===== src/include/alu_params.svh =====
// -------------------------------------------------------------------------
// ALU pipe width definitions
// Data path, commit id, register address and shift amount widths shared
// by the execute pipe and its testbench
// -------------------------------------------------------------------------

`ifndef ALU_PARAMS_SVH
`define ALU_PARAMS_SVH

// -------------------------------------------------------------------------
// Data path
// -------------------------------------------------------------------------
`define ALU_XLEN 32        // RV32 integer word

// Shift amount covers the full word, log2(ALU_XLEN)
`define ALU_SHAMT_W 5

// -------------------------------------------------------------------------
// Tags
// -------------------------------------------------------------------------
`define ALU_CMT_ID_W 6     // Commit id carried to the done report

// x0..x31
`define ALU_REG_ADDR_W 5

`endif


===== src/rtl/alu_pkg.sv =====
// -------------------------------------------------------------------------
// ALU pipe types
// Operation codes, immediate kinds and the payloads of the two
// execute stages
// -------------------------------------------------------------------------

`include "alu_params.svh"

package alu_pkg;

  // -----------------------------------------------------------------------
  // Basic words
  // -----------------------------------------------------------------------
  typedef logic [`ALU_XLEN-1:0]       xlen_t;
  typedef logic [`ALU_CMT_ID_W-1:0]   cmt_id_t;
  typedef logic [`ALU_REG_ADDR_W-1:0] reg_addr_t;

  // Integer operations kept in this pipe
  typedef enum logic [3:0] {
    OP_ADD     = 4'd0,
    OP_SUB     = 4'd1,
    OP_SLL     = 4'd2,
    OP_SLT     = 4'd3,
    OP_SLTU    = 4'd4,
    OP_XOR     = 4'd5,
    OP_SRL     = 4'd6,
    OP_SRA     = 4'd7,
    OP_OR      = 4'd8,
    OP_AND     = 4'd9,
    OP_LUI     = 4'd10,
    OP_AUIPC   = 4'd11,
    OP_ILLEGAL = 4'd15   // Result forced to zero
  } alu_op_t;

  // Source of operand b
  typedef enum logic [1:0] {
    IMM_NONE = 2'd0,     // Second register
    IMM_I    = 2'd1,     // Sign-extended I immediate
    IMM_SH   = 2'd2,     // Zero-extended shift amount
    IMM_U    = 2'd3      // Upper immediate, low 12 bits zero
  } imm_sel_t;

  // -----------------------------------------------------------------------
  // Stage payloads
  // -----------------------------------------------------------------------
  typedef struct packed {
    alu_op_t   op;
    xlen_t     opa;
    xlen_t     opb;
    xlen_t     pc;
    cmt_id_t   cmt_id;
    reg_addr_t rd;
    logic      wr_en;
  } ex1_payload_t;

  typedef struct packed {
    xlen_t     result;
    cmt_id_t   cmt_id;
    reg_addr_t rd;
    logic      wr_en;
  } ex2_payload_t;

endpackage


===== src/rtl/alu_decode.sv =====
// -------------------------------------------------------------------------
// ALU instruction decode
// Maps OP, OP-IMM, LUI and AUIPC onto an ALU operation and selects the
// two operands for the first execute stage
// -------------------------------------------------------------------------

`include "alu_params.svh"

module alu_decode (
  input  logic                  i_issue_valid,
  input  logic [31:0]           i_inst,
  input  alu_pkg::xlen_t        i_pc,
  input  alu_pkg::xlen_t        i_rs1_data,
  input  alu_pkg::xlen_t        i_rs2_data,
  input  alu_pkg::cmt_id_t      i_cmt_id,
  output logic                  o_valid,
  output alu_pkg::ex1_payload_t o_payload
);

  // Major opcodes
  localparam logic [6:0] OPC_OP     = 7'b0110011;
  localparam logic [6:0] OPC_OP_IMM = 7'b0010011;
  localparam logic [6:0] OPC_LUI    = 7'b0110111;
  localparam logic [6:0] OPC_AUIPC  = 7'b0010111;

  localparam logic [6:0] F7_BASE = 7'b0000000;
  localparam logic [6:0] F7_ALT  = 7'b0100000;  // SUB / SRA

  logic [6:0]         w_opcode;
  logic [2:0]         w_funct3;
  logic [6:0]         w_funct7;
  alu_pkg::reg_addr_t w_rd;
  alu_pkg::alu_op_t   w_op;
  alu_pkg::imm_sel_t  w_imm_sel;
  alu_pkg::xlen_t     w_imm_i;
  alu_pkg::xlen_t     w_imm_sh;
  alu_pkg::xlen_t     w_imm_u;
  alu_pkg::xlen_t     w_opb;

  assign w_opcode = i_inst[6:0];
  assign w_rd     = i_inst[11:7];
  assign w_funct3 = i_inst[14:12];
  assign w_funct7 = i_inst[31:25];

  // Immediate candidates
  assign w_imm_i  = {{(`ALU_XLEN-12){i_inst[31]}}, i_inst[31:20]};
  assign w_imm_sh = {{(`ALU_XLEN-`ALU_SHAMT_W){1'b0}}, i_inst[20 +: `ALU_SHAMT_W]};
  assign w_imm_u  = {i_inst[31:12], 12'h000};

  // -----------------------------------------------------------------------
  // Operation decode
  // -----------------------------------------------------------------------
  always_comb begin
    w_op      = alu_pkg::OP_ILLEGAL;
    w_imm_sel = alu_pkg::IMM_NONE;
    case (w_opcode)
      OPC_OP: begin
        case ({w_funct7, w_funct3})
          {F7_BASE, 3'b000}: w_op = alu_pkg::OP_ADD;
          {F7_ALT,  3'b000}: w_op = alu_pkg::OP_SUB;
          {F7_BASE, 3'b001}: w_op = alu_pkg::OP_SLL;
          {F7_BASE, 3'b010}: w_op = alu_pkg::OP_SLT;
          {F7_BASE, 3'b011}: w_op = alu_pkg::OP_SLTU;
          {F7_BASE, 3'b100}: w_op = alu_pkg::OP_XOR;
          {F7_BASE, 3'b101}: w_op = alu_pkg::OP_SRL;
          {F7_ALT,  3'b101}: w_op = alu_pkg::OP_SRA;
          {F7_BASE, 3'b110}: w_op = alu_pkg::OP_OR;
          {F7_BASE, 3'b111}: w_op = alu_pkg::OP_AND;
          default:           w_op = alu_pkg::OP_ILLEGAL;  // M extension etc.
        endcase
      end
      OPC_OP_IMM: begin
        w_imm_sel = alu_pkg::IMM_I;
        case (w_funct3)
          3'b000: w_op = alu_pkg::OP_ADD;
          3'b010: w_op = alu_pkg::OP_SLT;
          3'b011: w_op = alu_pkg::OP_SLTU;
          3'b100: w_op = alu_pkg::OP_XOR;
          3'b110: w_op = alu_pkg::OP_OR;
          3'b111: w_op = alu_pkg::OP_AND;
          3'b001: begin
            w_imm_sel = alu_pkg::IMM_SH;
            if (w_funct7 == F7_BASE) w_op = alu_pkg::OP_SLL;
          end
          default: begin  // 3'b101, SRLI / SRAI
            w_imm_sel = alu_pkg::IMM_SH;
            if (w_funct7 == F7_BASE)     w_op = alu_pkg::OP_SRL;
            else if (w_funct7 == F7_ALT) w_op = alu_pkg::OP_SRA;
          end
        endcase
      end
      OPC_LUI: begin
        w_op      = alu_pkg::OP_LUI;
        w_imm_sel = alu_pkg::IMM_U;
      end
      OPC_AUIPC: begin
        w_op      = alu_pkg::OP_AUIPC;
        w_imm_sel = alu_pkg::IMM_U;
      end
      default: ;
    endcase
  end

  // Immediate replaces the second register
  always_comb begin
    case (w_imm_sel)
      alu_pkg::IMM_I:  w_opb = w_imm_i;
      alu_pkg::IMM_SH: w_opb = w_imm_sh;
      alu_pkg::IMM_U:  w_opb = w_imm_u;
      default:         w_opb = i_rs2_data;
    endcase
  end

  // -----------------------------------------------------------------------
  // Stage-one payload
  // -----------------------------------------------------------------------
  always_comb begin
    o_payload.op     = w_op;
    o_payload.opa    = (w_op == alu_pkg::OP_AUIPC) ? i_pc : i_rs1_data;
    o_payload.opb    = w_opb;
    o_payload.pc     = i_pc;
    o_payload.cmt_id = i_cmt_id;
    o_payload.rd     = w_rd;
    // No register write for x0 or an undecoded instruction
    o_payload.wr_en  = (w_rd != '0) && (w_op != alu_pkg::OP_ILLEGAL);
  end

  assign o_valid = i_issue_valid;

endmodule


===== src/rtl/alu_stage_reg.sv =====
// -------------------------------------------------------------------------
// Flushable pipeline stage register
// Holds one payload and its valid bit; a flush in the load cycle
// drops the incoming entry
// -------------------------------------------------------------------------

module alu_stage_reg #(
  parameter type PAYLOAD_T = logic [31:0]
) (
  input  logic     i_clk,
  input  logic     i_reset_n,
  input  logic     i_flush,
  input  logic     i_valid,
  input  PAYLOAD_T i_payload,
  output logic     o_valid,
  output PAYLOAD_T o_payload
);

  // Valid bit
  always_ff @(posedge i_clk, negedge i_reset_n) begin
    if (!i_reset_n) begin
      o_valid <= 1'b0;
    end else begin
      o_valid <= i_valid & ~i_flush;  // Killed entry never shows
    end
  end

  // Payload, loaded every cycle
  always_ff @(posedge i_clk, negedge i_reset_n) begin
    if (!i_reset_n) begin
      o_payload <= '0;
    end else begin
      o_payload <= i_payload;
    end
  end

endmodule


===== src/rtl/alu_execute.sv =====
// -------------------------------------------------------------------------
// ALU execute
// Integer result for the decoded operation, packed into the
// stage-two payload for write-back and done report
// -------------------------------------------------------------------------

`include "alu_params.svh"

module alu_execute (
  input  logic                  i_valid,
  input  alu_pkg::ex1_payload_t i_payload,
  output logic                  o_valid,
  output alu_pkg::ex2_payload_t o_payload
);

  alu_pkg::xlen_t           w_opa;
  alu_pkg::xlen_t           w_opb;
  logic [`ALU_SHAMT_W-1:0]  w_shamt;
  alu_pkg::xlen_t           w_sra;
  logic                     w_lt_signed;
  logic                     w_lt_unsigned;
  alu_pkg::xlen_t           w_result;

  assign w_opa   = i_payload.opa;
  assign w_opb   = i_payload.opb;
  assign w_shamt = w_opb[`ALU_SHAMT_W-1:0];  // Upper bits of b ignored

  // Arithmetic right shift kept apart so the sign survives
  assign w_sra = $signed(w_opa) >>> w_shamt;

  // Comparisons
  assign w_lt_signed   = $signed(w_opa) < $signed(w_opb);
  assign w_lt_unsigned = w_opa < w_opb;

  // -----------------------------------------------------------------------
  // Result select
  // -----------------------------------------------------------------------
  always_comb begin
    case (i_payload.op)
      alu_pkg::OP_ADD:   w_result = w_opa + w_opb;
      alu_pkg::OP_SUB:   w_result = w_opa - w_opb;
      alu_pkg::OP_SLL:   w_result = w_opa << w_shamt;
      alu_pkg::OP_SRL:   w_result = w_opa >> w_shamt;
      alu_pkg::OP_SRA:   w_result = w_sra;
      alu_pkg::OP_SLT:   w_result = {{(`ALU_XLEN-1){1'b0}}, w_lt_signed};
      alu_pkg::OP_SLTU:  w_result = {{(`ALU_XLEN-1){1'b0}}, w_lt_unsigned};
      alu_pkg::OP_XOR:   w_result = w_opa ^ w_opb;
      alu_pkg::OP_OR:    w_result = w_opa | w_opb;
      alu_pkg::OP_AND:   w_result = w_opa & w_opb;
      alu_pkg::OP_LUI:   w_result = w_opb;          // Upper immediate as is
      alu_pkg::OP_AUIPC: w_result = w_opa + w_opb;  // a holds the pc
      default:           w_result = '0;             // Illegal
    endcase
  end

  // -----------------------------------------------------------------------
  // Stage-two payload
  // -----------------------------------------------------------------------
  always_comb begin
    o_payload.result = w_result;
    o_payload.cmt_id = i_payload.cmt_id;
    o_payload.rd     = i_payload.rd;
    o_payload.wr_en  = i_payload.wr_en;
  end

  assign o_valid = i_valid;

endmodule


===== src/rtl/alu_pipe.sv =====
// -------------------------------------------------------------------------
// Two-stage integer execute pipe
// Decode and operand select, stage register, ALU, stage register;
// drives the register write port and the done report
// -------------------------------------------------------------------------

module alu_pipe (
  input  logic               i_clk,
  input  logic               i_reset_n,

  // Issue
  input  logic               i_issue_valid,
  input  logic [31:0]        i_inst,
  input  alu_pkg::xlen_t     i_pc,
  input  alu_pkg::xlen_t     i_rs1_data,
  input  alu_pkg::xlen_t     i_rs2_data,
  input  alu_pkg::cmt_id_t   i_cmt_id,
  input  logic               i_flush,

  // Register write port
  output logic               o_wr_valid,
  output alu_pkg::reg_addr_t o_wr_rd,
  output alu_pkg::xlen_t     o_wr_data,

  // Done report
  output logic               o_done_valid,
  output alu_pkg::cmt_id_t   o_done_cmt_id
);

  logic                  w_dec_valid;
  alu_pkg::ex1_payload_t w_dec_payload;
  logic                  w_ex1_valid;
  alu_pkg::ex1_payload_t w_ex1_payload;
  logic                  w_exe_valid;
  alu_pkg::ex2_payload_t w_exe_payload;
  logic                  w_ex2_valid;
  alu_pkg::ex2_payload_t w_ex2_payload;

  // -----------------------------------------------------------------------
  // EX0 decode, EX1 register
  // -----------------------------------------------------------------------
  alu_decode u_decode (
    .i_issue_valid (i_issue_valid),
    .i_inst        (i_inst),
    .i_pc          (i_pc),
    .i_rs1_data    (i_rs1_data),
    .i_rs2_data    (i_rs2_data),
    .i_cmt_id      (i_cmt_id),
    .o_valid       (w_dec_valid),
    .o_payload     (w_dec_payload)
  );

  alu_stage_reg #(
    .PAYLOAD_T (alu_pkg::ex1_payload_t)
  ) u_ex1_reg (
    .i_clk     (i_clk),
    .i_reset_n (i_reset_n),
    .i_flush   (i_flush),        // Kills the issuing instruction
    .i_valid   (w_dec_valid),
    .i_payload (w_dec_payload),
    .o_valid   (w_ex1_valid),
    .o_payload (w_ex1_payload)
  );

  // -----------------------------------------------------------------------
  // EX1 execute, EX2 register
  // -----------------------------------------------------------------------
  alu_execute u_execute (
    .i_valid   (w_ex1_valid),
    .i_payload (w_ex1_payload),
    .o_valid   (w_exe_valid),
    .o_payload (w_exe_payload)
  );

  alu_stage_reg #(
    .PAYLOAD_T (alu_pkg::ex2_payload_t)
  ) u_ex2_reg (
    .i_clk     (i_clk),
    .i_reset_n (i_reset_n),
    .i_flush   (i_flush),        // Kills the middle-stage instruction
    .i_valid   (w_exe_valid),
    .i_payload (w_exe_payload),
    .o_valid   (w_ex2_valid),
    .o_payload (w_ex2_payload)
  );

  // Write-back and done report
  assign o_wr_valid    = w_ex2_valid & w_ex2_payload.wr_en;
  assign o_wr_rd       = w_ex2_payload.rd;
  assign o_wr_data     = w_ex2_payload.result;
  assign o_done_valid  = w_ex2_valid;
  assign o_done_cmt_id = w_ex2_payload.cmt_id;

endmodule


===== config.mk =====
export PLATFORM = sky130hd
export DESIGN_NAME = alu_pipe
export DESIGN_NICKNAME = d
export VERILOG_FILES = /design/src/rtl/alu_pkg.sv /design/src/rtl/alu_decode.sv /design/src/rtl/alu_stage_reg.sv /design/src/rtl/alu_execute.sv /design/src/rtl/alu_pipe.sv
export VERILOG_INCLUDE_DIRS = /design/src /design/src/include
export SDC_FILE = /design/constraint.sdc
export NUM_CORES = 1
export LEC_CHECK = 0
export BUFFER_PORTS_ARGS = -buffer_cell sky130_fd_sc_hd__buf_2
export CAP_MARGIN = 0
export CELL_PAD_IN_SITES_DETAIL_PLACEMENT = 0
export CELL_PAD_IN_SITES_GLOBAL_PLACEMENT = 1
export CORE_MARGIN = 4
export CORE_UTILIZATION = 40
export CTS_BUF_LIST = sky130_fd_sc_hd__clkbuf_4
export DETAILED_ROUTE_END_ITERATION = 6
export GPL_TIMING_DRIVEN = 0
export PLACE_DENSITY_LB_ADDON = 0.1
export SLEW_MARGIN = 10
export SYNTH_ARGS = -nofsm -noshare
export SYNTH_HDL_FRONTEND = slang
export SYNTH_SLANG_ARGS = --single-unit

===== constraint.sdc =====
create_clock -name i_clk -period 8.48 [get_ports i_clk]
set_input_delay 1.696 -clock i_clk [delete_from_list [all_inputs] [get_ports i_clk]]
set_output_delay 1.696 -clock i_clk [all_outputs]
set_load 0.02 [all_outputs]

[Yosys cells after proc, flatten, opt, wreduce, memory -nomap -nowiden]
Cells that the tools add are included.
Operators by class
  magnitude comparators: 2
  reductions and logical operators: 9
  equality and inequality tests: 36
  $add $sub $neg: 2
  bitwise logic cells: 7
  shift operators: 3
  muxes and demuxes: 11
Operators by type and width (number)
  $pmux W32 S11: 1
  $pmux W32 S3: 1
  $lt A32 B32 Y1: 2
  $eq A10 B3 Y1 const B: 4
  $pmux W4 S10: 1
  $add A32 B32 Y32: 1
  $and A32 B32 Y32: 1
  $mux W32: 1
  $or A32 B32 Y32: 1
  $shl A32 B5 Y32: 1
  $shr A32 B5 Y32: 1
  $sshr A32 B5 Y32: 1
  $sub A32 B32 Y32: 1
  $xor A32 B32 Y32: 1
  $pmux W4 S7: 1
  $eq A7 B6 Y1 const B: 3
  $eq A10 B2 Y1 const B: 2
  $eq A10 B9 Y1 const B: 2
  $eq A4 B4 Y1 const B: 5
  $eq A4 B3 Y1 const B: 4
  $pmux W4 S4: 1
  $eq A7 B5 Y1 const B: 2
  $mux W4: 3
  $eq A10 B1 Y1 const B: 1
  20 further kinds: 28
Word-level totals
  logic and storage cells: 82
  output and inout bits: 45
  bits of input ports: 138
  register bits: 126

[Depth between registers and ports, before layout]
  depth after elaboration: 7
  depth in mapped cells: 15
  mapped depth without buffers: 13

[By module]
A second synthesis with hierarchy kept.
Second synthesis, totals
  cells, all modules: 1709
  area total of the unflattened synthesis: 14679.1 sq um
Modules (own cells, without submodules)
  alu_execute: cells each 1366, times used 1, area an instance 9195.1 sq um, seq. area each 0.0 sq um
  alu_stage_reg (u_ex1_reg): cells each 114, times used 1, area an instance 2841.5 sq um, seq. area each 2827.7 sq um
  alu_decode: cells each 182, times used 1, area an instance 1496.4 sq um, seq. area each 0.0 sq um
  alu_stage_reg (u_ex2_reg): cells each 46, times used 1, area an instance 1139.8 sq um, seq. area each 1126.1 sq um
  alu_pipe: cells each 1, times used 1, area an instance 6.3 sq um, seq. area each 0.0 sq um

[Least setup slack after synthesis]
No wires, ideal clock.
  path type: register to register
  start point: reg u_ex1_reg.o_payload[46] (netlist bit)
  end point: reg u_ex2_reg.o_payload[37] (netlist bit)
  library setup time: 142 ps
  buffers on the path: 4
  stages on the path, launching flop included: 15
  slack: 4697 ps
  period minus slack after synthesis: 3783 ps
  required time: 8338 ps
  data arrival time: 3641 ps
  cells stage by stage: dfrtp_1 > clkbuf_1 > inv_2 > buf_2 > buf_1 > buf_1 > ha_1 > nor4_1 > o21ai_0 > a211o_1 > a21oi_2 > nor2b_1 > o311a_1 > o311ai_1 > o2111ai_1
RTL lines
  from (decl): RTL line alu_stage_reg.sv:16  | output PAYLOAD_T o_payload
  from (signal assigned): RTL line alu_stage_reg.sv:33  | o_payload <= i_payload;
  to (signal assigned): RTL line alu_stage_reg.sv:33
  to (decl): RTL line alu_stage_reg.sv:16

==> impl_metrics.csv <==
group,metric,value,unit
clocking,cts_resized,0,
place,numPortBuffers,180,
place,dp_slack,2.93,ns
run,drv_cap,0,
detailed_routing,num_vias,15300,
power_and_ir_drop,clock_power_share,0.234,
power_and_ir_drop,leakage,6.92,nW
place,hpwl,55.4,mm
final_layout,syn_to_final_growth,13.4,%
synthesis,synth_top_cell_area_share,0.233,
clocking,cts_sinks,126,
timing,post-route-period-util,0.683,
timing,layout_setup_ws,2.69,ns
synthesis,ys_warn_count,0,
synthesis,ys.flop_type,"dfrtp_1",
die,row_count,67,
worst_setup_path,critPathKind,"reg2reg",
worst_setup_path,start_kind,"flop",
worst_setup_path,worstSetupEndpointType,"flop",
synthesis,syn-cell-area,13600,sq um
grt,grt_max_degree,94,
place,postPlaceCellArea,15100,sq um
final_layout,layout_commonest_cell,"buf_2",
worst_setup_path,worstPathRequired,8.96,ns
worst_setup_path,slowest_delay,0.69,ns
die,core,33400,sq um
final_layout,fin_nets,2136,
timing,max_freq,173,MHz
timing,min_period,5.79,ns
synthesis,synth_area_leaders,"dfrtp_1 23%, ha_1 9.0%, mux2i_1 5.0%, mux2_2 4.5%, nand2_1 4.4%",
synthesis,async_flop_share,1.00,
power_and_ir_drop,internal-power,1.10,mW
detailed_routing,viasPerCell,6.46,
detailed_routing,dr.pass1.iters,7,
worst_setup_path,slowest_stage,"buf_1",
synthesis,synth_nets,1936,
grt,grt_pass1_wl,99.0,mm
clocking,cts_root_buf,"clkbuf_4",
detailed_routing,routed_wl,69.2,mm
detailed_routing,final_antenna_net_count,0,
grt,antenna_found_initial,2,
clocking,clk_path_buf_depth,2,
synthesis,synth_seq_cells,126,
synthesis,synth.largest_area_cell,"dfrtp_1",
place,gp_congestion,1.08,
timing,rsz0062_at_grt,"false",
die,dieArea,36900,sq um
power_and_ir_drop,ir_worst_vdd,0.115,mV
timing,hold_viol_final,0,
detailed_routing,post-route-drc-count,0,
timing,holdWs,0.345,ns
min_path,min_path_type,"reg2reg",
final_layout,fin_util,0.459,
final_layout,drive_above_1_share,0.197,
synthesis,synth-seq-area-share,0.233,
die,io_pins,183,
timing,drv_slew,0,
clocking,hold_buffers,0,
final_layout,fin_cells,2366,
timing,skew,0.0410,ns
grt,grt_use_total,0.368,
clocking,cts_buffers,17,
clocking,worstSkewPairLatency,0.64,ns
power_and_ir_drop,pwr-share-seq,0.361,
detailed_routing,drt-initial-drc-count,2431,
die,die_w,192,um
worst_setup_path,crit_chain,"inv_1 -> clkbuf_1 -> buf_1 -> clkbuf_1 -> ha_1 -> clkbuf_1 -> nor3_1 -> o21a_1 -> o31ai_1 -> and4_1 -> o221ai_1 -> a31oi_1 -> o221ai_1 -> a211o_1",
power_and_ir_drop,swShare,0.431,
clocking,htreeDepth,4,
synthesis,syn_inst,1698,
final_layout,multiInputGateArea,9200,sq um
power_and_ir_drop,switchingPower,830,uW
worst_setup_path,cp.arrival,6.27,ns
worst_setup_path,crit_top_cell,"clkbuf_1",
final_layout,final_area,15400,sq um
timing,slew_headroom,0.230,
grt,gr-total-overflow,0,
power_and_ir_drop,totalPowerFinal,1.93,mW
grt,grt_pass1_vias,14400,
run_status,status,"complete, no violations",
final_layout,fillers,3447,
synthesis,synth_cell_types,87,
timing,fin_tns_setup,0,ns
timing,setup_viol,0,
clocking,path_clk_slew,0.16,ns
final_layout,register_area,3150,sq um
power_and_ir_drop,p_per_area,125,nW/um^2
timing,worst_slew_pin_slew,1.15,ns
die,start_util,0.405,
clocking,postCtsSetupBuffers,0,
die,die_y,192,um
worst_setup_path,path_max_fanout,11,
detailed_routing,drt-wirelength-per-cell,29.3,um
synthesis,synth_edf_count,0,
synthesis,avgSynthCellArea,7.98,sq um
clocking,cts_tree,"done",
place,dpl.cell_count,2327,
power_and_ir_drop,p_comb_frac,0.405,
final_layout,final_cell_mix,"193 x buf_2, 159 x nand2_1, 151 x nor2_1",
logic make-up (layout without fill, tap and decap cells):
family                     after synthesis  after routing  share of synthesized area
AOI/OAI and AO/OA                      540            540                      0.276
muxes                                  144            144                      0.132
adders and majority gates              100            100                     0.0934
buffers and inverters                  272            485                     0.0891
other                                    0              7                          0
DFF                                    126            126                      0.233
xor gates and xnor gates                 6              6                    0.00388
and+or+nand+nor                        510            510                      0.173
power by group through the flow:
stage / combinational (mW) / sequential (mW) / clock (mW)
after floorplan: 0.481 / 0.673 / 0
after global placement: 0.749 / 0.701 / 0
after detailed placement: 0.749 / 0.702 / 0
after CTS: 0.752 / 0.691 / 0.468
after global routing: 0.823 / 0.696 / 0.498
final: 0.780 / 0.695 / 0.451
metal layers:
metal | vias up | track usage | part of all wire
li1 | 6633 | - | -
met1 | 7301 | 0.494 | 0.40
met2 | 1151 | 0.541 | 0.42
met3 | 209 | 0.0974 | 0.12
met4 | 0 | 0.199 | 0.066
met5 | - | 0 | 0
Yosys cell counts (all sizes together) (9+ instances only):
cell type / n
nor2: 151
nor3: 30
mux2: 54
o221ai: 13
a21oi: 117
a31oi: 15
inv: 101
o22ai: 24
nand3: 62
mux4: 22
a221o: 16
o2111ai: 20
a211o: 11
o21a: 9
or3: 12
o21ai: 110
nand4: 11
o21bai: 13
ha: 98
nor2b: 18
and2: 12
o211ai: 24
a221oi: 29
mux2i: 68
a22oi: 26
a21o: 17
nand2b: 15
o31ai: 9
buf: 74
a22o: 9
a211oi: 20
nand2: 159
clkbuf: 96
dfrtp: 126
state kept, by name, indices dropped and copies added, names as in the netlist:
register and cells:
u_ex2_reg.o_valid 1, u_ex1_reg.o_payload 80, u_ex1_reg.o_valid 1, u_ex2_reg.o_payload 44
path summary, 6_finish.rpt:
kind,start,to,slack (ns),cells past startpoint
max in group asynchronous,i_reset_n,u_ex1_reg.o_payload[84],6.75,2
max,u_ex1_reg.o_payload[47],u_ex2_reg.o_payload[38],2.69,14
min reg2reg,u_ex1_reg.o_payload[8],u_ex2_reg.o_payload[8],0.34,0
min in group asynchronous,i_reset_n,u_ex2_reg.o_payload[37],0.91,1
min,u_ex1_reg.o_payload[8],u_ex2_reg.o_payload[8],0.34,0
max reg2reg,u_ex1_reg.o_payload[47],u_ex2_reg.o_payload[38],2.69,14
worst max-delay path, delay by kind of cell, from the launching register on:
family	cells	cell delay, ns
compound gates	6	2.06
fa+ha+maj	1	0.24
buf+inv	5	2.42
flops	1	0.43
simple gates	2	0.49
cell type report:
class | instances | share of cell area
inverter | 102 | 0.0249
sequential | 126 | 0.205
multi-input combinational | 1300 | 0.599
clock inverter | 14 | 0.0103
buffer | 170 | 0.0537
antenna | 7 | 0.00114
tap | 448 | 0.0365
clock buffer | 18 | 0.00879
timing repair buffer | 181 | 0.0608
(Power assumes the default switching activity.)
